**config.mk**
```make
export PLATFORM = sky130hd
export DESIGN_NAME = kv_key_reader
export DESIGN_NICKNAME = d
export VERILOG_FILES = /design/src/common/kv_pkg.sv /design/src/source/kv_key_reader.sv
export VERILOG_INCLUDE_DIRS = /design/src /design/src/common
export SDC_FILE = /design/constraint.sdc
export NUM_CORES = 1
export LEC_CHECK = 0
export BUFFER_PORTS_ARGS = -buffer_cell sky130_fd_sc_hd__buf_2
export CAP_MARGIN = 10
export CORE_MARGIN = 1
export CORE_UTILIZATION = 41
export CTS_BUF_LIST = sky130_fd_sc_hd__clkbuf_4 sky130_fd_sc_hd__clkbuf_8 sky130_fd_sc_hd__clkbuf_16
export DETAILED_ROUTE_END_ITERATION = 16
export GPL_ROUTABILITY_DRIVEN = 0
export PLACE_DENSITY = 0.81
export SYNTH_ARGS = -nofsm -noshare
export SYNTH_HDL_FRONTEND = slang
export SYNTH_SLANG_ARGS = --single-unit
```
**constraint.sdc**
```tcl
create_clock -name clk -period 2.7 [get_ports clk]
set_input_delay 0 -clock clk [delete_from_list [all_inputs] [get_ports clk]]
set_output_delay 0 -clock clk [all_outputs]
set_load 0.05 [all_outputs]
```
**src/common/kv_macros.svh**
```systemverilog
// vault sizes, flush patterns and the signing entry
// entry and offset widths must cover KV_NUM_KEYS and KV_NUM_DWORDS
`ifndef KV_MACROS_SVH
`define KV_MACROS_SVH

// storage geometry
`define KV_NUM_KEYS 8
`define KV_NUM_DWORDS 8
`define KV_ENTRY_W 3
`define KV_DWORD_W 3

// number of key reader clients, one dest_valid bit each
`define KV_NUM_READ 2

// patterns written into unlocked entries on a flush
`define KV_DEBUG_VALUE_0 32'ha5a5a5a5
`define KV_DEBUG_VALUE_1 32'h5a5a5a5a

// entry whose dwords drive the signing key output
`define KV_SIGNING_ENTRY 7

// register port, KEY_CTRL at 0..KV_NUM_KEYS-1, CLEAR_SECRETS at KV_NUM_KEYS
`define KV_REG_ADDR_W 4

`endif

```
**src/common/kv_pkg.sv**
```systemverilog
// types shared by the vault blocks and the testbench
// field widths follow kv_macros.svh
`default_nettype none
`include "kv_macros.svh"

package kv_pkg;

    // one beat of the key load stream
    typedef struct packed {
        logic [`KV_ENTRY_W-1:0] entry;
        logic [`KV_DWORD_W-1:0] offset;
        logic [31:0] data;
        logic [`KV_NUM_READ-1:0] dest_valid;
        logic last;
    } kv_load_beat_t;

    typedef struct packed {
        logic write_en;
        logic [`KV_ENTRY_W-1:0] write_entry;
        logic [`KV_DWORD_W-1:0] write_offset;
        logic [31:0] write_data;
        logic [`KV_NUM_READ-1:0] write_dest_valid;
    } kv_write_t;

    typedef struct packed {
        logic error;
    } kv_wr_resp_t;

    typedef struct packed {
        logic [`KV_ENTRY_W-1:0] read_entry;
        logic [`KV_DWORD_W-1:0] read_offset;
    } kv_read_t;

    typedef struct packed {
        logic [31:0] read_data;
        logic last;
        logic error;
    } kv_rd_resp_t;

    // output beat of a reader, error beats also carry last
    typedef struct packed {
        logic [31:0] data;
        logic last;
        logic error;
    } kv_key_beat_t;

    // clear is a single-cycle pulse
    typedef struct packed {
        logic lock_wr;
        logic lock_use;
        logic clear;
    } kv_entry_ctrl_t;

    typedef struct packed {
        logic [`KV_NUM_READ-1:0] dest_valid;
        logic [`KV_DWORD_W-1:0] last_dword;
    } kv_entry_status_t;

    typedef struct packed {
        logic valid;
        logic write;
        logic [`KV_REG_ADDR_W-1:0] addr;
        logic [31:0] wdata;
    } kv_reg_req_t;

    typedef struct packed {
        logic ack;
        logic [31:0] rdata;
        logic err;
    } kv_reg_rsp_t;

    typedef enum logic [1:0] {
        RD_IDLE,
        RD_FETCH,
        RD_HOLD
    } kv_reader_state_e;

endpackage

`default_nettype wire

```
**src/source/kv_key_reader.sv**
```systemverilog
// streams one entry from offset zero until a last or error beat
// READER_ID must be below KV_NUM_READ and match the store port it is wired to
`timescale 1ns/1ns
`default_nettype none
`include "kv_macros.svh"

module kv_key_reader #(
    parameter int READER_ID = 0
) (
    input wire clk,
    input wire reset_i,
    input wire req_valid_i,
    output logic req_ready_o,
    input wire [`KV_ENTRY_W-1:0] req_entry_i,
    output kv_pkg::kv_read_t kv_read_o,
    input wire kv_pkg::kv_rd_resp_t kv_rd_resp_i,
    output logic key_valid_o,
    input wire key_ready_i,
    output kv_pkg::kv_key_beat_t key_beat_o
);

    kv_pkg::kv_reader_state_e state_q;
    logic [`KV_ENTRY_W-1:0] entry_q;
    logic [`KV_DWORD_W-1:0] offset_q;
    kv_pkg::kv_key_beat_t beat_q;

    always_ff @(posedge clk) begin
        if (reset_i) begin
            state_q <= kv_pkg::RD_IDLE;
        end else begin
            case (state_q)
                kv_pkg::RD_IDLE: begin
                    if (req_valid_i) begin
                        state_q <= kv_pkg::RD_FETCH;
                    end
                end
                kv_pkg::RD_FETCH: state_q <= kv_pkg::RD_HOLD;
                kv_pkg::RD_HOLD: begin
                    if (key_ready_i) begin
                        state_q <= beat_q.last ? kv_pkg::RD_IDLE : kv_pkg::RD_FETCH;
                    end
                end
                default: state_q <= kv_pkg::RD_IDLE;
            endcase
        end
    end

    always_ff @(posedge clk) begin
        if (state_q == kv_pkg::RD_IDLE && req_valid_i) begin
            entry_q <= req_entry_i;
            offset_q <= '0;
        end
        if (state_q == kv_pkg::RD_HOLD && key_ready_i) begin
            offset_q <= offset_q + 1'b1;
        end
        if (state_q == kv_pkg::RD_FETCH) begin
            beat_q.data <= kv_rd_resp_i.read_data;
            // an error always ends the stream
            beat_q.last <= kv_rd_resp_i.last | kv_rd_resp_i.error;
            beat_q.error <= kv_rd_resp_i.error;
        end
    end

    assign kv_read_o.read_entry = entry_q;
    assign kv_read_o.read_offset = offset_q;

    assign req_ready_o = state_q == kv_pkg::RD_IDLE;
    assign key_valid_o = state_q == kv_pkg::RD_HOLD;
    assign key_beat_o = beat_q;

endmodule

`default_nettype wire

```
==> results.cfg <==
[sta]
hold_viol_final = 0
finalSetupViolations = 0
rsz_0062_raised_after_global_routing = false
skew_ps = 2.41
worst_pin_slew_ps = 948
max_slew_vio_count = 0
holdWs_ps = 28.5
maxSlewHeadroom = 0.366
setup_tns_ps = 0
max_freq_mhz = 606
period_share = 0.611
period_needed_ps = 1650

[worst_setup_path]
crit_startpoint = state_q[0]
worst_ep_required_time_ps = 2680
critical_path.max_stage_delay_ps = 830
r2r_start = state_q[0]
crit_path_start_kind = register
category_of_the_critical_setup_timing_path = register to register
worstReg2RegEnd = key_beat_o[13]
cp_top_family = simple AND/OR/NAND/NOR gates
end_kind = register
worst_ep_arrival_time_ps = 1630
r2r.worst_path.cells = 1
path_buf_inv = 0
cp.depth = 1
cell_with_the_biggest_individual_delay_on_the_critical_path = sky130_fd_sc_hd__nor2b_4
critPathMaxFanout = 35
worstPathCellList = nor2b_4
critical_path.endpoint = key_beat_o[13]
reg2reg_setup_slack_ps = 1050

[finish]
fin_area_um2 = 2300
multi_input_comb_area_um2 = 126
drive_above_1_share = 0.481
final-instance-count-excl-fill = 233
synthToLayoutAreaGrowth_pct = 69.2
fillers = 197
finish.net_count = 230
seqCellArea_um2 = 1240
antenna_cells_inserted = 0

[floorplan]
placeableCoreArea_um2 = 3100
rows = 20
start_util = 0.438
die_y_um = 59.6
floorplan.io_pins = 83
floorplan.die.width_um = 59.6
fp.dieArea_um2 = 3550

[clock_tree]
clockRootBuffer = sky130_fd_sc_hd__clkbuf_4
worst_skew_pair.late_latency_ps = 340
cts_made_buffers = 5
clock_sink_count = 42
cts-root-to-sink-buffers = 2
cts_repair_resize_count = 0
clk_pin_slew_worst_paths_ps = 120
cts_htree_levels = 2
tritoncts_clock_tree = done

[pwr]
ir_worst_vdd_uv = 424
total_power_mw = 1.41
pwr_density_cell_nw_per_um2 = 614
p_leak_nw = 0.979

[min_path]
hold_path_class = input pin to register

[synth]
synth_xor_xnor_area_share = 0.00644
count_of_different_cell_masters_after_synthesis = 16
main_combinational_cell_family_by_area_after_synthesis = simple AND/OR/NAND/NOR gates
synthDominantAreaCellType = sky130_fd_sc_hd__edfxtp_1
synthesis.area_um2 = 1360
synth_enable_flop_cells = 40
ys_seq_area_frac = 0.913
syn-mean-instance-area_um2 = 22.7
synth_simple_gate_area_share = 0.0552
ys_seq_elements = 42
yosys_warnings = 0
yosys-top-cells-area = sky130_fd_sc_hd__edfxtp_1 (88%), sky130_fd_sc_hd__dfxtp_1 (2.9%), sky130_fd_sc_hd__nand3b_1 (1.1%)
synth_async_reset_ratio = 0
synth_top_cells_by_count = sky130_fd_sc_hd__edfxtp_1 (40), sky130_fd_sc_hd__nor2_1 (3), sky130_fd_sc_hd__dfxtp_1 (2), sky130_fd_sc_hd__nand3b_1 (2), sky130_fd_sc_hd__nor2b_1 (2)
compound_cell_area_share_of_the_yosys_netlist = 0.0166
synthMuxAreaShare = 0
synth_largest_type_area_fraction = 0.883
synth_most_common_cell = sky130_fd_sc_hd__edfxtp_1
synthesis.nets = 102
post_synth_inst_count = 60
synth_adder_area_share = 0.00920
ys_dominant_reg_cell = sky130_fd_sc_hd__edfxtp_1

[global_routing]
grt_remaining_overflow = 0
antenna_found_initial = 0
grt_first_pass_wirelength_mm = 4.60
first_global_vias = 969
grt_start_max_net_pins = 36
grt.total_usage = 0.194

[job]
max_cap_violations = 0

[detailed_routing]
via_per_inst = 4.50
initialDrtViolationCount = 37
drt_wl_total_mm = 3.40
post-route-drc-count = 0
post_detailed_route_count_of_antenna_violating_nets = 0
vias = 1049
detailedRoute.firstPassIterationCount = 4
wl_per_cell_um = 14.6

[outcome]
status = completed

[placement]
place_area_um2 = 1830
place.detailed.instances = 186
detailedPlacementHpwl_mm = 1.85
port-buffer-count = 82
==> cell type report <==
class	instances	area share
clock buffer	5	0.0163
multi-input combinational	18	0.0549
sequential	42	0.539
timing repair buffer	121	0.348
clock inverter	3	0.0174
tap	44	0.0239
==> per-stage QoR <==
stage / setup slack (ps) / util
after floorplan: 280 / -
after global placement: 1170 / 0.591
after detailed placement: 1070 / 0.591
after CTS: 1050 / 0.742
after global routing: 961 / 0.742
final: 1050 / 0.742
==> how the worst min path moves through the flow <==
stage                     start              to  slack (ps)  cells past startpoint
2_1_floorplan           reset_i      state_q[0]          70                      1
3_3_place_gp    kv_rd_resp_i[6]   key_beat_o[6]         180                      1
3_5_place_dp   kv_rd_resp_i[32]  key_beat_o[32]         180                      1
4_1_cts             key_ready_i     offset_q[1]          10                      2
5_1_grt             key_ready_i     offset_q[1]          10                      2
6_report            key_ready_i     offset_q[1]          30                      2
==> flip-flops by register name (all words and copies together) (netlist names) <==
name,flops
state_q,2
offset_q,3
key_beat_o,34
entry_q,3
==> layer usage <==
metal	vias to the layer above	routed length [um]	GRT usage
met4	0	38	0.0698
met3	4	305	0.0764
met2	66	1710	0.347
met5	-	0	0
met1	491	1340	0.205
li1	488	-	-
==> placed cells by master, fill, tap and decap left out <==
cell,instances
sky130_fd_sc_hd__nand3b_1,2
sky130_fd_sc_hd__nand2_1,1
sky130_fd_sc_hd__clkbuf_4,5
sky130_fd_sc_hd__dlygate4sd3_1,39
sky130_fd_sc_hd__nor3b_1,1
sky130_fd_sc_hd__clkinv_2,2
sky130_fd_sc_hd__and3_1,1
sky130_fd_sc_hd__a21oi_1,1
sky130_fd_sc_hd__nor2b_4,1
sky130_fd_sc_hd__nand2b_1,1
sky130_fd_sc_hd__edfxtp_1,40
sky130_fd_sc_hd__and2_1,1
sky130_fd_sc_hd__nor2_1,3
sky130_fd_sc_hd__a211oi_1,1
sky130_fd_sc_hd__bufinv_16,1
sky130_fd_sc_hd__o21ba_1,1
sky130_fd_sc_hd__xnor2_1,1
sky130_fd_sc_hd__buf_2,82
sky130_fd_sc_hd__or2_1,1
sky130_fd_sc_hd__nor2b_1,1
sky130_fd_sc_hd__ha_1,1
sky130_fd_sc_hd__dfxtp_1,2
==> power by group <==
group          switching [mW]  internal [mW]
clock network           0.201          0.192
registers              0.0135          0.755
logic                   0.165         0.0868
==> kinds of logic (layout without fill, tap and decap cells) <==
family	after synthesis	count (layout)
AO/OA/AOI/OAI	3	3
XOR/XNOR	1	1
adder cells (fa/ha/maj)	1	1
buffers and inverters	0	129
flip-flops	42	42
AND/OR/NAND/NOR	13	13
==> timing repair <==
item	in CTS	in global routing
endpoints found under the hold margin	39	0
hold buffers	39	0
buffers inserted	0	0
Power figures use the tool's default switching activity.
