$ cat config.mk
export PLATFORM = sky130hd
export DESIGN_NAME = kv_key_loader
export DESIGN_NICKNAME = d
export VERILOG_FILES = /design/src/common/kv_pkg.sv /design/src/source/kv_key_loader.sv
export VERILOG_INCLUDE_DIRS = /design/src /design/src/common
export SDC_FILE = /design/constraint.sdc
export NUM_CORES = 1
export LEC_CHECK = 0
export BUFFER_PORTS_ARGS = -buffer_cell sky130_fd_sc_hd__buf_4
export CAP_MARGIN = 10
export CELL_PAD_IN_SITES_DETAIL_PLACEMENT = 1
export CELL_PAD_IN_SITES_GLOBAL_PLACEMENT = 1
export CORE_AREA = 2 2 78 80
export DETAILED_ROUTE_END_ITERATION = 16
export DIE_AREA = 0 0 80 82
export PLACE_DENSITY = 0.77
export SYNTH_ARGS = -nofsm -noshare
export SYNTH_HDL_FRONTEND = slang
export SYNTH_SLANG_ARGS = --single-unit
$ cat constraint.sdc
create_clock -name clk -period 1.5 [get_ports clk]
set_input_delay 0.225 -clock clk [delete_from_list [all_inputs] [get_ports clk]]
set_output_delay 0.225 -clock clk [all_outputs]
set_load 0.05 [all_outputs]
$ cat src/common/kv_macros.svh
// vault sizes, flush patterns and the signing entry
// entry and offset widths must cover KV_NUM_KEYS and KV_NUM_DWORDS
`ifndef KV_MACROS_SVH
`define KV_MACROS_SVH

// storage geometry
`define KV_NUM_KEYS 8
`define KV_NUM_DWORDS 8
`define KV_ENTRY_W 3
`define KV_DWORD_W 3

// number of key reader clients, one dest_valid bit each
`define KV_NUM_READ 2

// patterns written into unlocked entries on a flush
`define KV_DEBUG_VALUE_0 32'ha5a5a5a5
`define KV_DEBUG_VALUE_1 32'h5a5a5a5a

// entry whose dwords drive the signing key output
`define KV_SIGNING_ENTRY 7

// register port, KEY_CTRL at 0..KV_NUM_KEYS-1, CLEAR_SECRETS at KV_NUM_KEYS
`define KV_REG_ADDR_W 4

`endif

$ cat src/common/kv_pkg.sv
// types shared by the vault blocks and the testbench
// field widths follow kv_macros.svh
`default_nettype none
`include "kv_macros.svh"

package kv_pkg;

    // one beat of the key load stream
    typedef struct packed {
        logic [`KV_ENTRY_W-1:0] entry;
        logic [`KV_DWORD_W-1:0] offset;
        logic [31:0] data;
        logic [`KV_NUM_READ-1:0] dest_valid;
        logic last;
    } kv_load_beat_t;

    typedef struct packed {
        logic write_en;
        logic [`KV_ENTRY_W-1:0] write_entry;
        logic [`KV_DWORD_W-1:0] write_offset;
        logic [31:0] write_data;
        logic [`KV_NUM_READ-1:0] write_dest_valid;
    } kv_write_t;

    typedef struct packed {
        logic error;
    } kv_wr_resp_t;

    typedef struct packed {
        logic [`KV_ENTRY_W-1:0] read_entry;
        logic [`KV_DWORD_W-1:0] read_offset;
    } kv_read_t;

    typedef struct packed {
        logic [31:0] read_data;
        logic last;
        logic error;
    } kv_rd_resp_t;

    // output beat of a reader, error beats also carry last
    typedef struct packed {
        logic [31:0] data;
        logic last;
        logic error;
    } kv_key_beat_t;

    // clear is a single-cycle pulse
    typedef struct packed {
        logic lock_wr;
        logic lock_use;
        logic clear;
    } kv_entry_ctrl_t;

    typedef struct packed {
        logic [`KV_NUM_READ-1:0] dest_valid;
        logic [`KV_DWORD_W-1:0] last_dword;
    } kv_entry_status_t;

    typedef struct packed {
        logic valid;
        logic write;
        logic [`KV_REG_ADDR_W-1:0] addr;
        logic [31:0] wdata;
    } kv_reg_req_t;

    typedef struct packed {
        logic ack;
        logic [31:0] rdata;
        logic err;
    } kv_reg_rsp_t;

    typedef enum logic [1:0] {
        RD_IDLE,
        RD_FETCH,
        RD_HOLD
    } kv_reader_state_e;

endpackage

`default_nettype wire

$ cat src/source/kv_key_loader.sv
// load stream to vault writes, one write per accepted beat, no back-pressure
// done and err pulse one cycle after the write of the last beat
`timescale 1ns/1ns
`default_nettype none

module kv_key_loader (
    input wire clk,
    input wire reset_i,
    input wire load_valid_i,
    output logic load_ready_o,
    input wire kv_pkg::kv_load_beat_t load_beat_i,
    output kv_pkg::kv_write_t kv_write_o,
    input wire kv_pkg::kv_wr_resp_t kv_wr_resp_i,
    output logic load_done_o,
    output logic load_err_o
);

    logic ready_q;
    logic load_accept;
    logic write_en_q;
    logic key_end;
    logic err_acc_q;
    logic done_q;
    logic err_q;
    kv_pkg::kv_load_beat_t beat_q;

    assign load_accept = load_valid_i & ready_q;

    // write of the final beat of a key
    assign key_end = write_en_q & beat_q.last;

    always_ff @(posedge clk) begin
        if (reset_i) begin
            ready_q <= 1'b0;
            write_en_q <= 1'b0;
            err_acc_q <= 1'b0;
            done_q <= 1'b0;
            err_q <= 1'b0;
        end else begin
            ready_q <= 1'b1;
            write_en_q <= load_accept;
            done_q <= key_end;
            err_q <= key_end & (err_acc_q | kv_wr_resp_i.error);
            // sticky over one key, dropped once it has been reported
            err_acc_q <= key_end ? 1'b0 : (err_acc_q | kv_wr_resp_i.error);
        end
    end

    always_ff @(posedge clk) begin
        if (load_accept) begin
            beat_q <= load_beat_i;
        end
    end

    always_comb begin
        kv_write_o.write_en = write_en_q;
        kv_write_o.write_entry = beat_q.entry;
        kv_write_o.write_offset = beat_q.offset;
        kv_write_o.write_data = beat_q.data;
        kv_write_o.write_dest_valid = beat_q.dest_valid;
    end

    assign load_ready_o = ready_q;
    assign load_done_o = done_q;
    assign load_err_o = err_q;

endmodule

`default_nettype wire

==> flow_summary_export.csv, run 1 <==
group,metric,value,unit
outcome,run_status,"completed",
timing,worst_clock_skew,0.00586,ns
clock_tree,clock_tree.root_cell,"sky130_fd_sc_hd__clkbuf_8",
die,die_area,6560,um^2
grt,grt_antenna_before_repair,0,
placed_design,dp_cells,218,
worst_setup_path,worst-r2r-cell-count,2,
routing,drcViolationCount,0,
timing,setup-violations-final,0,
timing,drv_slew,0,
grt,global_route_wire_length_before_repair,3920,um
worst_setup_path,timing.critical_path.to_type,"primary output",
yosys,synth_area_per_cell,17.7,um^2
finish,diodes,0,
clock_tree,clk_latency,0.28,ns
yosys,netlist.top_cell.by_area,"sky130_fd_sc_hd__edfxtp_1",
worst_setup_path,cp_slowest_cell,"sky130_fd_sc_hd__dfxtp_1",
power,p_per_area,1170,nW/um^2
finish,flow.area_growth_from_synthesis,34.2,%
yosys,mappedNetlistNets,140,
grt,grt_usage,8.03,%
yosys,postSynthRegisterBits,46,
clock_tree,tritoncts,"built",
grt,final_global_route_overflow_total,0,
clock_tree,post-cts-setup-buffer-count,0,
routing,routed-via-count,818,
clock_tree,tritoncts.num_buffers,5,
timing,worstMarginPinSlew,0.223,ns
worst_setup_path,worst_path_largest_cell_delay,0.37,ns
timing,min_period,1.10,ns
yosys,netlist_area,1680,um^2
power,total_power,2650,uW
worst_setup_path,worstPathRequired,1.27,ns
routing,drt_first_pass_iters,4,
die,boundaryPins,89,
placed_design,place.gp.congestion,0.612,
die,floorplan.die.width,80,um
timing,min_period_over_period,73.2,%
power,seq_power_share,55.3,%
worst_setup_path,critical_path_cell_count,1,
routing,drt-vias-per-instance,3.62,
timing,achievable-frequency,910,MHz
routing,detail_route.wl_per_cell,12.2,um
timing,setup-tns-final,0,ns
yosys,postSynthCellCount,95,
routing,finalWirelength,2750,um
run,maxCapViolations,0,
routing,first_iter_violations,25,
placed_design,port_buffers,88,
finish,final_cells,226,
power,vdd.ir_drop.worst,0.410,mV
placed_design,detailed_place_hpwl,2130,um
worst_setup_path,worstSetupStartpointType,"register",
power,power.switching,597,uW
clock_tree,cts.clk_slew.worst_paths,0.08,ns
worst_setup_path,critical_path_peak_fanout,3,
hold_path,hold_path_class,"in -> reg",
clock_tree,cts-resized-gates,0,
yosys,synth_top_area_share,73.1,%
power,cellInternalPower,2060,uW
clock_tree,cts_htree_levels,2,
power,cellLeakagePower,0.000938,uW
finish,drive_gt1_share,65.6,%
clock_tree,postCtsHoldBufs,0,
yosys,synth_cell_types,9,
clock_tree,clock-sinks,46,
timing,setup_repair_after_global_routing_missed_its_margin,"no",
yosys,synth.top_cells.by_area,"sky130_fd_sc_hd__edfxtp_1, sky130_fd_sc_hd__buf_4, sky130_fd_sc_hd__dfxtp_1",
power,p_clk_share,31.2,%
timing,maxSlewHeadroom,85.1,%
grt,grt_max_degree,43,
die,floorplan.initialDensity,29.3,%
finish,final_net_count,195,
clock_tree,cts_buffer_depth,2,
timing,final_hold_violating_endpoints,0,
die,floorplan.die.height,82,um
grt,number_of_global_route_vias_before_repair,824,
hold_path,hold-path-cell-count,1,
routing,drt.antenna.violating_nets,0,
yosys,synth.yosys.seq_area_share,79.0,%
die,std_cell_rows,28,
worst_setup_path,wp_data_arrival,0.87,ns
power,combPwrFrac,13.5,%
worst_setup_path,crit_path_cell_trace,"buf_4",
worst_setup_path,count_of_buffering_cells_on_the_critical_path_with_inverters_included,1,
die,core_footprint,5750,um^2
worst_setup_path,criticalPathCategory,"reg -> out",
yosys,ys_warn_count,0,
power,power.share.switching,22.5,%
worst_setup_path,critical_path.top_delay_family,"flip-flops",
-- sequential cells by signal (all words and copies together) (netlist names) --
signal	count
kv_write_o	40
write_en_q	1
beat_q	1
load_ready_o	1
load_err_o	1
err_acc_q	1
load_done_o	1
-- cells by family (layout without fill, tap and decap cells) --
kind of cell / after synthesis / after routing / share of synthesized area (%)
buffers and inverters: 42 / 98 / 18.5
flip-flops: 46 / 46 / 79.0
AND/OR/NAND/NOR: 6 / 6 / 2.01
AO/OA/AOI/OAI: 1 / 1 / 0.446
-- layout make-up --
class,instances,area (um^2)
clock buffer,8,110
fill,608,3480
inverter,1,3.75
multi-input combinational,7,41.3
sequential,46,1330
tap,75,93.8
timing repair buffer,89,681
-- final timing paths --
path	start	end	slack, ns
hold / removal	load_beat_i[40]	kv_write_o[39]	0.11
setup / recovery	write_en_q	kv_write_o[40]	0.40
setup reg to reg	load_ready_o	kv_write_o[20]	0.45
hold reg to reg	beat_q[0]	err_acc_q	0.48
-- power by group through the flow --
| stage | registers (uW) | logic, uW | clock network, uW |
|---|---|---|---|
| floorplan | 1500 | 242 | 0 |
| global route | 1470 | 376 | 923 |
| finish | 1470 | 358 | 828 |
| detailed placement | 1500 | 364 | 0 |
| global placement | 1500 | 359 | 0 |
| CTS | 1470 | 364 | 876 |
-- cells in the mapped netlist (all sizes together) --
master,instances
a211oi,1
and2,2
buf,41
dfxtp,5
edfxtp,41
inv,1
nand2,1
nor2,2
nor3,1
-- cell usage in the layout (no fill, tap or decap), types with 2 or more instances in the layout --
cell type and count:
sky130_fd_sc_hd__nor2_1 2, sky130_fd_sc_hd__clkbuf_8 8, sky130_fd_sc_hd__dfxtp_1 5, sky130_fd_sc_hd__and2_4 2
sky130_fd_sc_hd__edfxtp_1 41, sky130_fd_sc_hd__buf_4 88
-- per-layer routing --
layer	wire length (um)	track usage (%)	vias to the layer above
met3	286	4.29	2
met5	0	0	-
met1	959	8.56	374
li1	-	-	396
met2	1490	13.5	46
met4	8	3.05	0
-- per-stage QoR --
stage	hold slack [ns]	instance area [um^2]	worst slack [ns]	util (%)
after floorplan	0.297	1680	0.0251	-
after global placement	0.403	2150	0.489	37.4
after detailed placement	0.404	2150	0.472	37.4
after CTS	0.0958	2260	0.377	39.4
after global routing	0.0854	2260	0.346	39.4
final	0.112	2260	0.402	39.4
No activity file was read; power rests on OpenSTA's default activity.
==> inputs of run 2 (changes only) <==
PLACE_DENSITY = 0.79   (was 0.77)
clock period = 0.9 ns   (was 1.5 ns; I/O delays follow)
==> run 2 against run 1 <==
Compared with the run above:
- the flow now finishes with violations (negative setup slack)
- largest cell class unchanged
- power grew 75%
- critical path depth grew 1
- core utilization grew 5.5 points
- via count grew 7.6%
- sequential power grew 68%
- setup slack lost 0.52 ns
- critical endpoint is now kv_write_o[29]
- clock power grew 78%
==> flow_summary_export.csv, run 2 (synthesized netlist as in run 1, its figures left out) <==
group,metric,value,unit
outcome,run_status,"finished with violations",
outcome,violations,"negative setup slack",
routing,first_iter_violations,32,
placed_design,port_buffers,88,
worst_setup_path,timing.critical_path.to_type,"register",
clock_tree,cts_htree_levels,2,
clock_tree,tritoncts.num_buffers,5,
worst_setup_path,worstSetupStartpointType,"register",
worst_setup_path,cp_slowest_cell,"sky130_fd_sc_hd__dfxtp_4",
timing,achievable-frequency,983,MHz
placed_design,detailed_place_hpwl,2540,um
finish,diodes,0,
finish,final_cell_mix,"sky130_fd_sc_hd__buf_4, sky130_fd_sc_hd__buf_6, sky130_fd_sc_hd__edfxtp_1",
clock_tree,clock_tree.root_cell,"sky130_fd_sc_hd__clkbuf_8",
timing,setup-tns-final,-7.53,ns
grt,global_route_wire_length_before_repair,4600,um
routing,drt-vias-per-instance,3.71,
timing,setup_repair_after_global_routing_missed_its_margin,"yes",
worst_setup_path,crit_path_cell_trace,"and2_4 -> buf_12",
routing,finalWirelength,3400,um
hold_path,hold_path_class,"in -> reg",
timing,finalWorstSetupSlack,-0.117,ns
routing,drt.antenna.violating_nets,0,
die,boundaryPins,89,
timing,min_period_over_period,113,%
die,floorplan.initialDensity,29.3,%
worst_setup_path,critical_path_peak_fanout,13,
finish,drive_gt1_share,67.3,%
routing,drt_first_pass_iters,3,
routing,drcViolationCount,0,
finish,post-route-util,44.9,%
clock_tree,clock-sinks,46,
clock_tree,clk_latency,0.29,ns
routing,routed-via-count,880,
die,core_footprint,5750,um^2
die,std_cell_rows,28,
worst_setup_path,worstPathRequired,0.91,ns
grt,number_of_global_route_vias_before_repair,934,
run,maxCapViolations,0,
die,die_area,6560,um^2
power,p_per_area,1800,nW/um^2
grt,grt_max_degree,15,
routing,detail_route.wl_per_cell,14.4,um
grt,final_global_route_overflow_total,0,
clock_tree,tritoncts,"built",
clock_tree,cts.clk_slew.worst_paths,0.08,ns
timing,drv_slew,0,
placed_design,place.gp.congestion,0.695,
timing,worstMarginPinSlew,0.201,ns
clock_tree,cts_buffer_depth,2,
power,cellLeakagePower,0.00106,uW
grt,grt_antenna_before_repair,0,
timing,setup-violations-final,85,
timing,final_hold_violating_endpoints,0,
timing,worst_clock_skew,0.00597,ns
timing,min_period,1.02,ns
worst_setup_path,worst_path_largest_cell_delay,0.36,ns
finish,flow.area_growth_from_synthesis,53.1,%
die,floorplan.die.width,80,um
timing,maxSlewHeadroom,86.5,%
grt,grt_usage,9.68,%
worst_setup_path,wp_data_arrival,1.02,ns
worst_setup_path,criticalPathCategory,"reg -> reg",
finish,final_net_count,206,
die,floorplan.die.height,82,um
power,vdd.ir_drop.worst,0.661,mV
finish,largest_register_ffs,40,
finish,most_common_cell_after_layout_fill_and_taps_aside,"sky130_fd_sc_hd__buf_4",
-- run 2: repair_timing --
| action | 4_1_cts | 5_1_grt |
|---|---|---|
| hold endpoints to repair | 0 | 6 |
| pin swaps | 1 | 0 |
| setup endpoints to repair | 86 | 87 |
| resized for setup | 52 | 1 |
| buffers inserted | 1 | 0 |
| hold buffers | 0 | 6 |
-- run 2: critical path, delay by kind of cell, from the launching register on --
kind | cells | cell delay, ns
DFF | 1 | 0.36
buffers and inverters | 1 | 0.16
and+or+nand+nor | 1 | 0.21
-- run 2: through the flow --
stage	power [uW]	worst slack [ns]	cells	hold WS, ns	area (um^2)
2_1_floorplan	2910	-0.307	95	0.203	1690
3_3_place_gp	3120	-0.0834	222	0.315	2210
3_5_place_dp	3140	-0.0873	222	0.314	2210
4_1_cts	4680	-0.129	231	0.00336	2510
5_1_grt	4800	-0.157	237	0.000568	2580
6_report	4640	-0.117	237	0.0188	2580
-- run 2: worst paths after layout --
kind	start	end	slack [ns]	cells after the start
setup / recovery	load_ready_o	kv_write_o[29]	-0.12	2
hold / removal	load_beat_i[0]	beat_q[0]	0.02	1
setup reg to reg	load_ready_o	kv_write_o[29]	-0.12	2
hold reg to reg	beat_q[0]	err_acc_q	0.50	1
-- run 2: where the power goes --
group          leakage (uW)  switching (uW)  internal [uW]
Combinational      0.000572             387            324
Sequential         0.000428            40.3           2420
Clock             0.0000579             649            817
-- run 2: area by class of cell --
| cell class | instances | area [um^2] |
|---|---|---|
| Clock buffer | 5 | 68.8 |
| Clock inverter | 3 | 40.0 |
| Fill cell | 594 | 3170 |
| Inverter | 1 | 3.75 |
| Multi-Input combinational cell | 7 | 46.3 |
| Sequential cell | 46 | 1340 |
| Tap cell | 75 | 93.8 |
| Timing Repair Buffer | 100 | 987 |
-- run 2: routing by layer --
layer	track usage [%]	vias to the layer above	part of all wire, %
li1	-	419	-
met1	9.80	408	33
met2	17.2	47	56
met3	5.16	6	9.7
met4	3.05	0	0.94
met5	0	-	0
