===== config.mk =====
export PLATFORM = sky130hd
export DESIGN_NAME = kv_ctrl_regs
export DESIGN_NICKNAME = d
export VERILOG_FILES = /design/src/common/kv_pkg.sv /design/src/source/kv_ctrl_regs.sv
export VERILOG_INCLUDE_DIRS = /design/src /design/src/common
export SDC_FILE = /design/constraint.sdc
export NUM_CORES = 1
export LEC_CHECK = 0
export BUFFER_PORTS_ARGS = -buffer_cell sky130_fd_sc_hd__buf_4
export CAP_MARGIN = 20
export CORE_ASPECT_RATIO = 1.5
export CORE_UTILIZATION = 31
export CTS_CLUSTER_SIZE = 28
export DETAILED_ROUTE_END_ITERATION = 12
export GPL_TIMING_DRIVEN = 0
export PLACE_DENSITY = 0.66
export SETUP_SLACK_MARGIN = 0.15
export SLEW_MARGIN = 30
export SYNTH_ARGS = -nofsm -noshare
export SYNTH_HDL_FRONTEND = slang
export SYNTH_SLANG_ARGS = --single-unit

===== constraint.sdc =====
create_clock -name clk -period 1.7 [get_ports clk]
set_clock_uncertainty 0.2 [all_clocks]
set_input_delay 0.255 -clock clk [delete_from_list [all_inputs] [get_ports clk]]
set_output_delay 0.255 -clock clk [all_outputs]
set_load 0.05 [all_outputs]

===== src/common/kv_macros.svh =====
// vault sizes, flush patterns and the signing entry
// entry and offset widths must cover KV_NUM_KEYS and KV_NUM_DWORDS
`ifndef KV_MACROS_SVH
`define KV_MACROS_SVH

// storage geometry
`define KV_NUM_KEYS 8
`define KV_NUM_DWORDS 8
`define KV_ENTRY_W 3
`define KV_DWORD_W 3

// number of key reader clients, one dest_valid bit each
`define KV_NUM_READ 2

// patterns written into unlocked entries on a flush
`define KV_DEBUG_VALUE_0 32'ha5a5a5a5
`define KV_DEBUG_VALUE_1 32'h5a5a5a5a

// entry whose dwords drive the signing key output
`define KV_SIGNING_ENTRY 7

// register port, KEY_CTRL at 0..KV_NUM_KEYS-1, CLEAR_SECRETS at KV_NUM_KEYS
`define KV_REG_ADDR_W 4

`endif


===== src/common/kv_pkg.sv =====
// types shared by the vault blocks and the testbench
// field widths follow kv_macros.svh
`default_nettype none
`include "kv_macros.svh"

package kv_pkg;

    // one beat of the key load stream
    typedef struct packed {
        logic [`KV_ENTRY_W-1:0] entry;
        logic [`KV_DWORD_W-1:0] offset;
        logic [31:0] data;
        logic [`KV_NUM_READ-1:0] dest_valid;
        logic last;
    } kv_load_beat_t;

    typedef struct packed {
        logic write_en;
        logic [`KV_ENTRY_W-1:0] write_entry;
        logic [`KV_DWORD_W-1:0] write_offset;
        logic [31:0] write_data;
        logic [`KV_NUM_READ-1:0] write_dest_valid;
    } kv_write_t;

    typedef struct packed {
        logic error;
    } kv_wr_resp_t;

    typedef struct packed {
        logic [`KV_ENTRY_W-1:0] read_entry;
        logic [`KV_DWORD_W-1:0] read_offset;
    } kv_read_t;

    typedef struct packed {
        logic [31:0] read_data;
        logic last;
        logic error;
    } kv_rd_resp_t;

    // output beat of a reader, error beats also carry last
    typedef struct packed {
        logic [31:0] data;
        logic last;
        logic error;
    } kv_key_beat_t;

    // clear is a single-cycle pulse
    typedef struct packed {
        logic lock_wr;
        logic lock_use;
        logic clear;
    } kv_entry_ctrl_t;

    typedef struct packed {
        logic [`KV_NUM_READ-1:0] dest_valid;
        logic [`KV_DWORD_W-1:0] last_dword;
    } kv_entry_status_t;

    typedef struct packed {
        logic valid;
        logic write;
        logic [`KV_REG_ADDR_W-1:0] addr;
        logic [31:0] wdata;
    } kv_reg_req_t;

    typedef struct packed {
        logic ack;
        logic [31:0] rdata;
        logic err;
    } kv_reg_rsp_t;

    typedef enum logic [1:0] {
        RD_IDLE,
        RD_FETCH,
        RD_HOLD
    } kv_reader_state_e;

endpackage

`default_nettype wire


===== src/source/kv_ctrl_regs.sv =====
// firmware registers, ack and rdata one cycle after a valid request
// locks are sticky until reset, clear and flush are write-one pulses
`timescale 1ns/1ns
`default_nettype none
`include "kv_macros.svh"

module kv_ctrl_regs (
    input wire clk,
    input wire reset_i,
    input wire debug_unlock_i,
    input wire kv_pkg::kv_reg_req_t reg_req_i,
    output kv_pkg::kv_reg_rsp_t reg_rsp_o,
    input wire kv_pkg::kv_entry_status_t [`KV_NUM_KEYS-1:0] entry_status_i,
    output kv_pkg::kv_entry_ctrl_t [`KV_NUM_KEYS-1:0] entry_ctrl_o,
    output logic flush_o,
    output logic debug_sel_o
);

    logic [`KV_NUM_KEYS-1:0] lock_wr_q;
    logic [`KV_NUM_KEYS-1:0] lock_use_q;
    logic [`KV_NUM_KEYS-1:0] clear_q;
    logic flush_q;
    logic sel_q;
    logic [`KV_ENTRY_W-1:0] key_idx;
    logic key_hit;
    logic secrets_hit;
    logic wr_en;
    logic [31:0] rdata_d;
    kv_pkg::kv_reg_rsp_t rsp_q;

    // address decode
    assign key_idx = reg_req_i.addr[`KV_ENTRY_W-1:0];
    assign key_hit = reg_req_i.addr < `KV_REG_ADDR_W'(`KV_NUM_KEYS);
    assign secrets_hit = reg_req_i.addr == `KV_REG_ADDR_W'(`KV_NUM_KEYS);
    assign wr_en = reg_req_i.valid & reg_req_i.write;

    always_ff @(posedge clk) begin
        if (reset_i) begin
            lock_wr_q <= '0;
            lock_use_q <= '0;
            clear_q <= '0;
            flush_q <= 1'b0;
            sel_q <= 1'b0;
        end else begin
            clear_q <= '0;
            flush_q <= 1'b0;
            if (wr_en && key_hit) begin
                // locks can only be set here
                lock_wr_q[key_idx] <= lock_wr_q[key_idx] | reg_req_i.wdata[0];
                lock_use_q[key_idx] <= lock_use_q[key_idx] | reg_req_i.wdata[1];
                clear_q[key_idx] <= reg_req_i.wdata[2];
            end
            if (wr_en && secrets_hit) begin
                flush_q <= reg_req_i.wdata[0];
                sel_q <= reg_req_i.wdata[1];
            end
        end
    end

    // readback, pulse bits read as zero
    always_comb begin
        rdata_d = '0;
        if (key_hit) begin
            rdata_d[0] = lock_wr_q[key_idx];
            rdata_d[1] = lock_use_q[key_idx];
            rdata_d[8 +: `KV_NUM_READ] = entry_status_i[key_idx].dest_valid;
            rdata_d[12 +: `KV_DWORD_W] = entry_status_i[key_idx].last_dword;
        end else if (secrets_hit) begin
            rdata_d[1] = sel_q;
        end
    end

    always_ff @(posedge clk) begin
        if (reset_i) begin
            rsp_q <= '0;
        end else begin
            rsp_q.ack <= reg_req_i.valid;
            rsp_q.err <= reg_req_i.valid & ~(key_hit | secrets_hit);
            rsp_q.rdata <= (reg_req_i.valid && !reg_req_i.write) ? rdata_d : '0;
        end
    end

    assign reg_rsp_o = rsp_q;

    always_comb begin
        for (int e = 0; e < `KV_NUM_KEYS; e++) begin
            entry_ctrl_o[e].lock_wr = lock_wr_q[e];
            entry_ctrl_o[e].lock_use = lock_use_q[e];
            entry_ctrl_o[e].clear = clear_q[e];
        end
    end

    // debug unlock flushes in the same cycle it is seen
    assign flush_o = flush_q | debug_unlock_i;
    assign debug_sel_o = sel_q;

endmodule

`default_nettype wire


==> impl_summary.txt, run 1 <==
----------------------------------------------------
[Routing]
  Number of vias in the routed layout ... 1756
  Post-detailed-routing wire length ... 5.19 mm
  Routed via count divided by cell count ... 4.51
  Post-route antenna net violation count ... 0
  Wire length per cell ... 13.3 um
  Number of DRC violations after detailed routing ... 0
  Number of detailed-route iterations in the first pass ... 4
  Initial DRC count ... 37

[CTS]
  Root Driver ... clkbuf_8
  Total clock buffers created by CTS ... 5
  Buffers from clock root to sink, at most ... 2
  Source-to-sink clock delay at the later pin of the worst-skew pair ... 0.29 ns
  TritonCTS clock tree ... built
  CTS clk-pin slew, worst paths ... 0.07 ns
  CTS H-Tree Depth ... 2
  Number of sinks handled by clock tree synthesis ... 35

[Cells and area]
  Commonest non-fill, non-tap cell in the layout ... buf_4
  Final net count ... 395
  Post-route cell area ... 2950 um2
  Fraction of final layout cells with drive strength greater than 1 ... 54.6%
  Antenna diode count ... 0
  Area overhead of the layout relative to synthesis ... 51.0%
  Most used cells in the layout excluding fill and tap cells ... buf_4, nor2_1, conb_1
  Count of placed standard cells in the final layout, fillers left out ... 389
  Utilization after layout ... 48.1%

[Place]
  Placed cell areas ... 2780 um2
  Count of placed standard cells including taps ... 378
  Routability congestion estimate from global placement ... 0.734
  Total of buffers placed on input and output ports ... 83
  Worst slack after detailed placement ... -0.175 ns
  DPL Wire Length ... 4.21 mm

[Die]
  # rows ... 35
  Initial core utilization ... 31.9%
  Height of the chip ... 99.2 um
  Die outline area ... 6630 um2
  Number of ports placed on the die boundary ... 141
  Die W ... 66.8 um
  Core area ... 6130 um2

[STA]
  Worst setup margin ... 0.192 ns
  Final period utilization ... 88.7%
  Unrepaired setup endpoints after global routing ... no
  Worst Tran Pin Value ... 0.595 ns
  Final number of setup-violating endpoints ... 0
  Max-slew headroom at the worst pin ... 60.4%
  Final critical-path required period ... 1.51 ns
  Hold Violations, Final ... 0
  Count of final max-slew check failures ... 0
  Maximum clock rate ... 0.663 GHz

[Power and ir drop]
  Pwr dens ... 722 nW/um2
  Cell leakage power ... 1.35 nW
  Largest vdd supply drop ... 431 uV

[Logic synthesis]
  Number of enable flip-flop cells after synthesis ... 0
  Synth top area share ... 35.9%
  Mean post-synth cell area ... 9.91 um2
  Distinct cells, synth ... 38
  Sequential cell area fraction in the yosys report ... 35.9%
  Ys flop type ... dfxtp_1
  Fraction of registers with async set or reset after synthesis ... 0%
  Number of flip-flops and latches in the synthesized netlist ... 35
  Number of synthesis warnings ... 0
  Cells taking the most area after synthesis ... dfxtp_1, buf_4, mux2i_1
  Mapped Cells ... 197
  Area of the mapped netlist ... 1950 um2
  Biggest area consumer among synthesized cells ... dfxtp_1

[Global route]
  Antenna violations before repair ... 0
  First-pass GRT wire length ... 7.67 mm
  Overall global routing resource usage ... 15.8%
  Via count of the first global-routing pass ... 1707
  Largest net degree at the start of global routing ... 12
  Total congestion overflow ... 0

[Setup path]
  Required time of the critical path ... 1.65 ns
  Worst r2r src ... lock_use_q[1]$_SDFFE_PP0P_
  Data arrival time of the critical path ... 1.46 ns
  Critical Path Source ... lock_use_q[1]$_SDFFE_PP0P_
  Critical path type ... reg2reg
  Nature of the critical path endpoint ... register
  Max Fanout on Critical Path ... 4
  Startpoint type of the worst setup path ... register
  Logic depth of the worst register-to-register path ... 5

[Worst hold path]
  Hold crit path type ... in2reg
  Worst hold path stage count ... 3
  Hold path start ... reg_req_i[1]

[Run status]
  Run status ... complete, no violations

[Job]
  Number of max-cap violations ... 0

----------------------------------------------------
==> cells by family (layout without fill, tap and decap cells) <==
kind of cell	after synthesis	after routing	synth area share (%)
compound gates	35	35	15.3
buf+inv	39	133	15.3
flops	35	35	35.9
mux	23	23	15.0
other cells	1	25	0.192
simple gates	64	64	18.3
==> registers in the layout, indices dropped and copies added, names as in the netlist <==
register,flops
lock_wr_q,8
flush_q,1
debug_sel_o,1
reg_rsp_o,9
clear_q,8
lock_use_q,8
==> cell type report <==
class | count | area, um2
fillers | 608 | 3180
well taps | 74 | 92.6
flip-flops and latches | 35 | 717
multi-input cells | 147 | 1060
clock buffers | 6 | 82.6
inverters | 1 | 3.75
clock inverters | 2 | 35.0
repair buffers | 86 | 658
plain buffers | 38 | 304
==> layer usage <==
layer	global-route usage, %	part of all wire [%]	vias to the layer above
li1	-	-	882
met1	14.2	35	782
met2	30.5	52	86
met3	5.28	10	6
met4	6.38	1.6	0
met5	0	0	-
==> synth_stat cells, types with 3 or more instances <==
cell,n
buf_4,25
clkbuf_1,5
o21ai_0,3
a211oi_2,9
buf_6,3
nand2b_1,5
nor2_2,4
dfxtp_1,35
buf_2,3
nor3_1,9
a211oi_1,7
nand2_1,3
mux2i_1,12
mux4_2,3
mux2_2,7
nor2_1,29
a21oi_1,5
==> metrics by stage <==
stage / power (W) / hold WS (ns) / TNS [ns]
floorplan: 0.00122 / 0.199 / 0
global placement: 0.00136 / 0.294 / -1.76
detailed placement: 0.00137 / 0.303 / -2.12
CTS: 0.00215 / 0.0406 / 0
global route: 0.00222 / 0.0414 / 0
finish: 0.00213 / 0.0389 / 0
==> worst max-delay path: stages (launching register included) <==
cell and delay [ns]:
dfxtp_2 0.33, mux2i_1 0.24, o22ai_2 0.15, nor3_4 0.21
buf_4 0.17, a211oi_2 0.07
==> what timing repair did <==
item	in CTS	in global routing
cloned	0	0
buffers inserted	2	1
endpoints found under the setup margin	8	9
hold buffers	0	0
pin swaps	1	1
gates resized for setup	0	2
==> where the power goes <==
| group | leakage (nW) | switching, W | internal (W) |
|---|---|---|---|
| Combinational | 0.998 | 0.000296 | 0.000223 |
| Clock | 0.0612 | 0.000298 | 0.000474 |
| Sequential | 0.289 | 0.00000578 | 0.000831 |
| Total | 1.35 | 0.000600 | 0.00153 |
==> path summary, 6_finish.rpt <==
kind              slack, ns                          to
setup / recovery       0.19  lock_use_q[2]$_SDFFE_PP0P_
hold / removal         0.04    debug_sel_o$_SDFFE_PP0P_
setup reg to reg       0.19  lock_use_q[2]$_SDFFE_PP0P_
hold reg to reg        0.31   lock_wr_q[1]$_SDFFE_PP0P_
Power figures use the tool's default switching activity.
==> run 2, diff against run 1 <==
--- a/config.mk
+++ b/config.mk
@@ -12,7 +12,7 @@
 export CORE_UTILIZATION = 31
 export CTS_CLUSTER_SIZE = 28
 export DETAILED_ROUTE_END_ITERATION = 12
-export GPL_TIMING_DRIVEN = 0
+export GPL_TIMING_DRIVEN = 1
 export PLACE_DENSITY = 0.66
 export SETUP_SLACK_MARGIN = 0.15
 export SLEW_MARGIN = 30
==> run 2 against run 1 <==
Against the previous run:
- clock-buffer cell count did not move
- cell area fell by 3.9%
- first-iteration DRC count fell by 43%
- highest routed layer unchanged
- flip-flop and latch count did not move
- final cell count fell by 3.3%
- die area did not move
- critical path depth fell by 3
- clock power fell by 2.6%
- combinational power fell by 8.3%
- total power fell by 3.0%
- critical endpoint is now flush_o
==> impl_summary.txt, run 2 (synthesis gave the netlist of run 1 again) <==
----------------------------------------------------
[Place]
  Worst slack after detailed placement ... -0.0187 ns (was -0.175 ns)
  Routability congestion estimate from global placement ... 0.717 (was 0.734)
  DPL Wire Length ... 3.92 mm (was 4.21 mm)
  Total of buffers placed on input and output ports ... 86 (was 83)
  Count of placed standard cells including taps ... 368 (was 378)

[Die]
  Height of the chip ... 99.2 um (unchanged)
  Initial core utilization ... 31.9% (unchanged)
  # rows ... 35 (unchanged)
  Die outline area ... 6630 um2 (unchanged)
  Number of ports placed on the die boundary ... 141 (unchanged)
  Core area ... 6130 um2 (unchanged)
  Die W ... 66.8 um (unchanged)

[Power and ir drop]
  Pwr dens ... 729 nW/um2 (was 722 nW/um2)
  Power, Total ... 0.00206 W (was 0.00213 W)
  Cell leakage power ... 1.27 nW (was 1.35 nW)
  Largest vdd supply drop ... 410 uV (was 431 uV)

[Routing]
  Routed via count divided by cell count ... 4.60 (was 4.51)
  Number of vias in the routed layout ... 1730 (was 1756)
  Initial DRC count ... 21 (was 37)
  Post-route antenna net violation count ... 0 (unchanged)
  Number of detailed-route iterations in the first pass ... 4 (unchanged)
  Post-detailed-routing wire length ... 4.77 mm (was 5.19 mm)
  Wire length per cell ... 12.7 um (was 13.3 um)
  Number of DRC violations after detailed routing ... 0 (unchanged)

[Setup path]
  Critical path type ... reg2out (was reg2reg)
  Critical Path End ... flush_o (was lock_use_q[2]$_SDFFE_PP0P_)
  End of the worst register-to-register path ... lock_wr_q[3]$_SDFFE_PP0P_ (was lock_use_q[2]$_SDFFE_PP0P_)
  Dominant delay contributor by cell family on the critical path ... flip-flops (unchanged)
  Startpoint type of the worst setup path ... register (unchanged)
  Worst r2r src ... lock_wr_q[7]$_SDFFE_PP0P_ (was lock_use_q[1]$_SDFFE_PP0P_)
  Required time of the critical path ... 1.24 ns (was 1.65 ns)
  Critical Path Source ... flush_q$_SDFF_PP0_ (was lock_use_q[1]$_SDFFE_PP0P_)
  Crit. path cell count ... 2 (was 5)
  Worst reg-to-reg setup slack ... 0.29 ns (was 0.19 ns)
  Library cell contributing the largest single delay on the critical path ... dfxtp_1 (was dfxtp_2)
  CP cell instances ... or2_2 > buf_4 (was mux2i_1 > o22ai_2 > nor3_4 > buf_4 > a211oi_2)
  Nature of the critical path endpoint ... primary output (was register)
  Logic depth of the worst register-to-register path ... 5 (unchanged)
  Max Fanout on Critical Path ... 1 (was 4)
  Buffering stage count on the worst path with inverters included ... 1 (unchanged)
  Delay of the slowest cell on the worst path ... 0.29 ns (was 0.33 ns)
  Data arrival time of the critical path ... 1.02 ns (was 1.46 ns)

[Cells and area]
  Commonest non-fill, non-tap cell in the layout ... buf_4 (unchanged)
  Fraction of final layout cells with drive strength greater than 1 ... 54.3% (was 54.6%)
  Count of placed standard cells in the final layout, fillers left out ... 376 (was 389)
  Final net count ... 382 (was 395)
  Most used cells in the layout excluding fill and tap cells ... buf_4, nor2_1, conb_1 (unchanged)
  Area overhead of the layout relative to synthesis ... 45.0% (was 51.0%)
  Utilization after layout ... 46.2% (was 48.1%)
  Antenna diode count ... 0 (unchanged)
  Number of flip-flops in the largest register ... 9 (unchanged)

[Global route]
  Largest net degree at the start of global routing ... 20 (was 12)
  First-pass GRT wire length ... 7.29 mm (was 7.67 mm)
  Busiest grt layer ... met2 (unchanged)
  Antenna violations before repair ... 0 (unchanged)
  Total congestion overflow ... 0 (unchanged)
  Met1 usage in global routing ... 14.4% (was 14.2%)
  Via count of the first global-routing pass ... 1591 (was 1707)
  Routing usage on met3 ... 3.56% (was 5.28%)
  Met2 track demand over resource in global routing ... 28.2% (was 30.5%)
  Overall global routing resource usage ... 14.7% (was 15.8%)

[STA]
  Hold Violations, Final ... 0 (unchanged)
  Worst setup margin ... 0.223 ns (was 0.192 ns)
  Unrepaired setup endpoints after global routing ... no (unchanged)
  Final period utilization ... 86.9% (was 88.7%)
  Maximum clock rate ... 0.677 GHz (was 0.663 GHz)
  Final critical-path required period ... 1.48 ns (was 1.51 ns)
  Final number of setup-violating endpoints ... 0 (unchanged)
  Count of final max-slew check failures ... 0 (unchanged)
  Final hold slack ... 0.0646 ns (was 0.0389 ns)

[CTS]
  Buffers from clock root to sink, at most ... 2 (unchanged)
  Cts hold-fix bufs ... 0 (unchanged)
  Source-to-sink clock delay at the later pin of the worst-skew pair ... 0.28 ns (was 0.29 ns)
  CTS clk-pin slew, worst paths ... 0.07 ns (about the same)
  CTS H-Tree Depth ... 2 (unchanged)
  Number of sinks handled by clock tree synthesis ... 35 (unchanged)
  Root Driver ... clkbuf_8 (unchanged)
  TritonCTS clock tree ... built (unchanged)
  Total clock buffers created by CTS ... 5 (unchanged)

[Worst hold path]
  Hold crit path type ... in2reg (unchanged)

[Run status]
  Run status ... complete, no violations (unchanged)

[Job]
  Number of max-cap violations ... 0 (unchanged)

----------------------------------------------------
## run 2: what timing repair did
action | 4_1_cts | 5_1_grt
resized for setup | 0 | 2
hold endpoints to repair | 0 | 0
setup buffers | 0 | 0
setup endpoints to repair | 0 | 3
## run 2: worst min path at each step
stage                                    startpoint                        end  cells after the start
after floorplan                        reg_req_i[1]   debug_sel_o$_SDFFE_PP0P_                      2
after global placement    lock_wr_q[1]$_SDFFE_PP0P_  lock_wr_q[1]$_SDFFE_PP0P_                      2
after detailed placement  lock_wr_q[0]$_SDFFE_PP0P_  lock_wr_q[0]$_SDFFE_PP0P_                      2
after CTS                              reg_req_i[1]   debug_sel_o$_SDFFE_PP0P_                      3
after global routing                   reg_req_i[0]         flush_q$_SDFF_PP0_                      2
final                                  reg_req_i[1]   debug_sel_o$_SDFFE_PP0P_                      3
## run 2: worst min-delay path: cells and delay by family
family / cells / cell delay [ns]
buffers and inverters: 1 / 0.11
multiplexers: 1 / 0.07
AND/OR/NAND/NOR: 1 / 0.07
## run 2: layout make-up
cell class	count	area, um2
flip-flops and latches	35	717
well taps	74	92.6
clock buffers	6	82.6
repair buffers	111	846
inverters	1	3.75
multi-input cells	147	1060
fillers	628	3300
clock inverters	2	35.0
## run 2: through the flow
stage | TNS (ns) | area [um2]
2_1_floorplan | 0 | 2070
3_3_place_gp | -0.0299 | 2700
3_5_place_dp | -0.0412 | 2700
4_1_cts | 0 | 2820
5_1_grt | 0 | 2830
6_report | 0 | 2830
## run 2: power breakdown
part           switching [W]  internal (W)  leakage [nW]
sequential        0.00000553      0.000831         0.289
clock               0.000278      0.000474        0.0612
combinational       0.000286      0.000190         0.924
## run 2: layer usage
metal / part of all wire [%] / routed length (um) / vias to the layer above
li1: - / - / 854
met1: 35 / 1670 / 785
met2: 54 / 2580 / 86
met3: 9.8 / 469 / 5
met4: 1.0 / 48 / 0
met5: 0 / 0 / -
==> run 3, diff against run 2 <==
--- a/config.mk
+++ b/config.mk
@@ -10,10 +10,10 @@
 export CAP_MARGIN = 20
 export CORE_ASPECT_RATIO = 1.5
 export CORE_UTILIZATION = 31
+export CTS_BUF_LIST = sky130_fd_sc_hd__clkbuf_4
 export CTS_CLUSTER_SIZE = 28
 export DETAILED_ROUTE_END_ITERATION = 12
 export GPL_TIMING_DRIVEN = 1
-export PLACE_DENSITY = 0.66
 export SETUP_SLACK_MARGIN = 0.15
 export SLEW_MARGIN = 30
 export SYNTH_ARGS = -nofsm -noshare
==> constraint.sdc (replaced) <==
create_clock -name clk -period 1.8 [get_ports clk]
set_clock_uncertainty 0.2 [all_clocks]
set_input_delay 0.27 -clock clk [delete_from_list [all_inputs] [get_ports clk]]
set_output_delay 0.27 -clock clk [all_outputs]
set_load 0.05 [all_outputs]
==> run 3 against run 2 <==
Against the previous run:
- die area unchanged
- critical endpoint is now lock_use_q[2]$_SDFFE_PP0P_
- sequential power down 5.7%
- via count down 4.0%
- clock-buffer cell count down 1
- global-route usage up 0.48 points
- critical path type is now reg2reg
- sequential share of layout area up 0.91 points
- register-to-register slack worse by 0.05 ns
- worst setup slack better by 0.017 ns
- cell area down 5.2%
==> impl_summary.txt, run 3 (synthesis gave the netlist of run 1 again) <==
----------------------------------------------------
[Power and ir drop]
  Pwr dens ... 603 nW/um2 (was 729 nW/um2)
  Largest vdd supply drop ... 324 uV (was 410 uV)
  Power, Total ... 0.00162 W (was 0.00206 W)
  Cell leakage power ... 1.20 nW (was 1.27 nW)

[Setup path]
  Worst reg-to-reg setup slack ... 0.24 ns (was 0.29 ns)
  Worst r2r src ... lock_use_q[4]$_SDFFE_PP0P_ (was lock_wr_q[7]$_SDFFE_PP0P_)
  End of the worst register-to-register path ... lock_use_q[2]$_SDFFE_PP0P_ (was lock_wr_q[3]$_SDFFE_PP0P_)
  Buffering stage count on the worst path with inverters included ... 1 (unchanged)
  Critical path type ... reg2reg (was reg2out)
  Dominant delay contributor by cell family on the critical path ... flip-flops (unchanged)
  Delay of the slowest cell on the worst path ... 0.35 ns (was 0.29 ns)
  Logic depth of the worst register-to-register path ... 5 (unchanged)
  Startpoint type of the worst setup path ... register (unchanged)
  Data arrival time of the critical path ... 1.57 ns (was 1.02 ns)
  CP cell instances ... mux2i_1 > o22ai_1 > nor3_4 > buf_12 > a211oi_2 (was or2_2 > buf_4)
  Library cell contributing the largest single delay on the critical path ... dfxtp_1 (unchanged)
  Nature of the critical path endpoint ... register (was primary output)
  Required time of the critical path ... 1.81 ns (was 1.24 ns)
  Max Fanout on Critical Path ... 8 (was 1)

[Routing]
  Post-route antenna net violation count ... 0 (unchanged)
  Initial DRC count ... 39 (was 21)
  Number of detailed-route iterations in the first pass ... 4 (unchanged)
  Routed via count divided by cell count ... 4.55 (was 4.60)
  Number of vias in the routed layout ... 1661 (was 1730)
  Wire length per cell ... 13.2 um (was 12.7 um)
  Post-detailed-routing wire length ... 4.82 mm (was 4.77 mm)
  Number of DRC violations after detailed routing ... 0 (unchanged)

[STA]
  Final number of setup-violating endpoints ... 0 (unchanged)
  Final period utilization ... 86.7%
  Worst setup margin ... 0.240 ns (was 0.223 ns)
  Final TNS setup ... 0 ns (unchanged)
  Hold Violations, Final ... 0 (unchanged)
  Count of final max-slew check failures ... 0 (unchanged)
  Unrepaired setup endpoints after global routing ... no (unchanged)
  Maximum clock rate ... 0.641 GHz
  Final critical-path required period ... 1.56 ns

[CTS]
  Cts repair resizes ... 0 (unchanged)
  Total clock buffers created by CTS ... 5 (unchanged)
  Number of sinks handled by clock tree synthesis ... 35 (unchanged)
  Root Driver ... clkbuf_4 (was clkbuf_8)
  TritonCTS clock tree ... built (unchanged)
  Cts hold-fix bufs ... 0 (unchanged)
  CTS clk-pin slew, worst paths ... 0.10 ns (was 0.07 ns)
  CTS H-Tree Depth ... 2 (unchanged)
  Postcts setup bufs ... 0 (unchanged)
  Buffers from clock root to sink, at most ... 2 (unchanged)
  Source-to-sink clock delay at the later pin of the worst-skew pair ... 0.33 ns (was 0.28 ns)

[Global route]
  Total congestion overflow ... 0 (unchanged)
  First-pass GRT wire length ... 7.58 mm (was 7.29 mm)
  Via count of the first global-routing pass ... 1677 (was 1591)
  Antenna violations before repair ... 0 (unchanged)
  Largest net degree at the start of global routing ... 20 (unchanged)
  Overall global routing resource usage ... 15.1% (was 14.7%)

[Die]
  Number of ports placed on the die boundary ... 141 (unchanged)
  Height of the chip ... 99.2 um (unchanged)
  Initial core utilization ... 31.9% (unchanged)
  # rows ... 35 (unchanged)
  Core area ... 6130 um2 (unchanged)
  Die outline area ... 6630 um2 (unchanged)
  Die W ... 66.8 um (unchanged)

[Worst hold path]
  Hold path start ... reg_req_i[1] (unchanged)
  Hold crit path type ... in2reg (unchanged)
  Worst hold path stage count ... 3 (unchanged)
  Min-Delay Endpoint ... debug_sel_o$_SDFFE_PP0P_ (unchanged)

[Place]
  DPL Wire Length ... 3.85 mm (was 3.92 mm)
  Total of buffers placed on input and output ports ... 86 (unchanged)
  Worst slack after detailed placement ... 0.0359 ns (was -0.0187 ns)
  Routability congestion estimate from global placement ... 0.752 (was 0.717)

[Cells and area]
  Most used cells in the layout excluding fill and tap cells ... buf_4, dfxtp_1, nor2_1 (was buf_4, nor2_1, conb_1)
  Fraction of final layout cells with drive strength greater than 1 ... 48.1% (was 54.3%)
  Area overhead of the layout relative to synthesis ... 37.5% (was 45.0%)
  Number of flip-flops in the largest register ... 9 (unchanged)
  Fillers ... 621 (was 628)
  Commonest non-fill, non-tap cell in the layout ... buf_4 (unchanged)
  Final net count ... 372 (was 382)
  Antenna diode count ... 0 (unchanged)

[Job]
  Number of max-cap violations ... 0 (unchanged)

[Run status]
  Run status ... complete, no violations (unchanged)

----------------------------------------------------
## run 3: cell count changes in the layout (fill, tap and decap cells not counted)
cell,previous run,this run
buf_4,110,98
dfxtp_2,13,3
dfxtp_1,22,32
bufinv_16,1,0
o22ai_1,0,2
clkinv_1,0,1
clkbuf_8,6,0
clkbuf_4,0,5
o22ai_2,4,2
buf_12,1,3
## run 3: metrics by stage
step | area (um2) | hold slack, ns | utilization (%) | std cells
floorplan | 2050 | 0.214 | - | 221
global placement | 2640 | 0.312 | 43.1 | 358
detailed placement | 2640 | 0.314 | 43.1 | 358
CTS | 2690 | 0.00782 | 43.8 | 365
global route | 2690 | 0.00879 | 43.8 | 365
finish | 2690 | 0.0213 | 43.8 | 365
## run 3: worst max path at each step
stage | startpoint | end | slack, ns | depth (start not counted)
floorplan | lock_use_q[4]$_SDFFE_PP0P_ | lock_use_q[2]$_SDFFE_PP0P_ | 0.15 | 4
global placement | reg_req_i[32] | lock_use_q[2]$_SDFFE_PP0P_ | 0.03 | 6
detailed placement | reg_req_i[32] | lock_use_q[5]$_SDFFE_PP0P_ | 0.04 | 6
CTS | flush_q$_SDFF_PP0_ | flush_o | 0.22 | 2
global route | lock_use_q[4]$_SDFFE_PP0P_ | lock_use_q[2]$_SDFFE_PP0P_ | 0.17 | 5
finish | lock_use_q[4]$_SDFFE_PP0P_ | lock_use_q[2]$_SDFFE_PP0P_ | 0.24 | 5
## run 3: routing by layer
| layer | track usage (%) | wire length (um) | share of wire (%) | vias up |
|---|---|---|---|---|
| met5 | 0 | 0 | 0 | - |
| met4 | 6.38 | 60 | 1.2 | 0 |
| met3 | 3.10 | 341 | 7.1 | 5 |
| met2 | 28.9 | 2670 | 55 | 78 |
| met1 | 15.1 | 1750 | 36 | 740 |
| li1 | - | - | - | 838 |
## run 3: area by class of cell
| cell class | count | area [um2] | share of cell area (%) |
|---|---|---|---|
| clock buffers | 5 | 37.5 | 1.40 |
| clock inverters | 2 | 8.76 | 0.326 |
| inverters | 1 | 3.75 | 0.140 |
| multi-input cells | 147 | 1040 | 38.8 |
| flip-flops and latches | 35 | 704 | 26.2 |
| well taps | 74 | 92.6 | 3.45 |
| repair buffers | 101 | 796 | 29.6 |
## run 3: worst reg2reg max path, stage by stage (launching register included)
cell      delay [ns]
dfxtp_1         0.35
mux2i_1         0.24
o22ai_1         0.19
nor3_4          0.23
buf_12          0.16
a211oi_2        0.07
## run 3: report_power, final
part / switching [W] / internal, W / total, W
Combinational: 0.000270 / 0.000176 / 0.000446
Clock: 0.000247 / 0.000138 / 0.000385
Sequential: 0.00000521 / 0.000784 / 0.000789
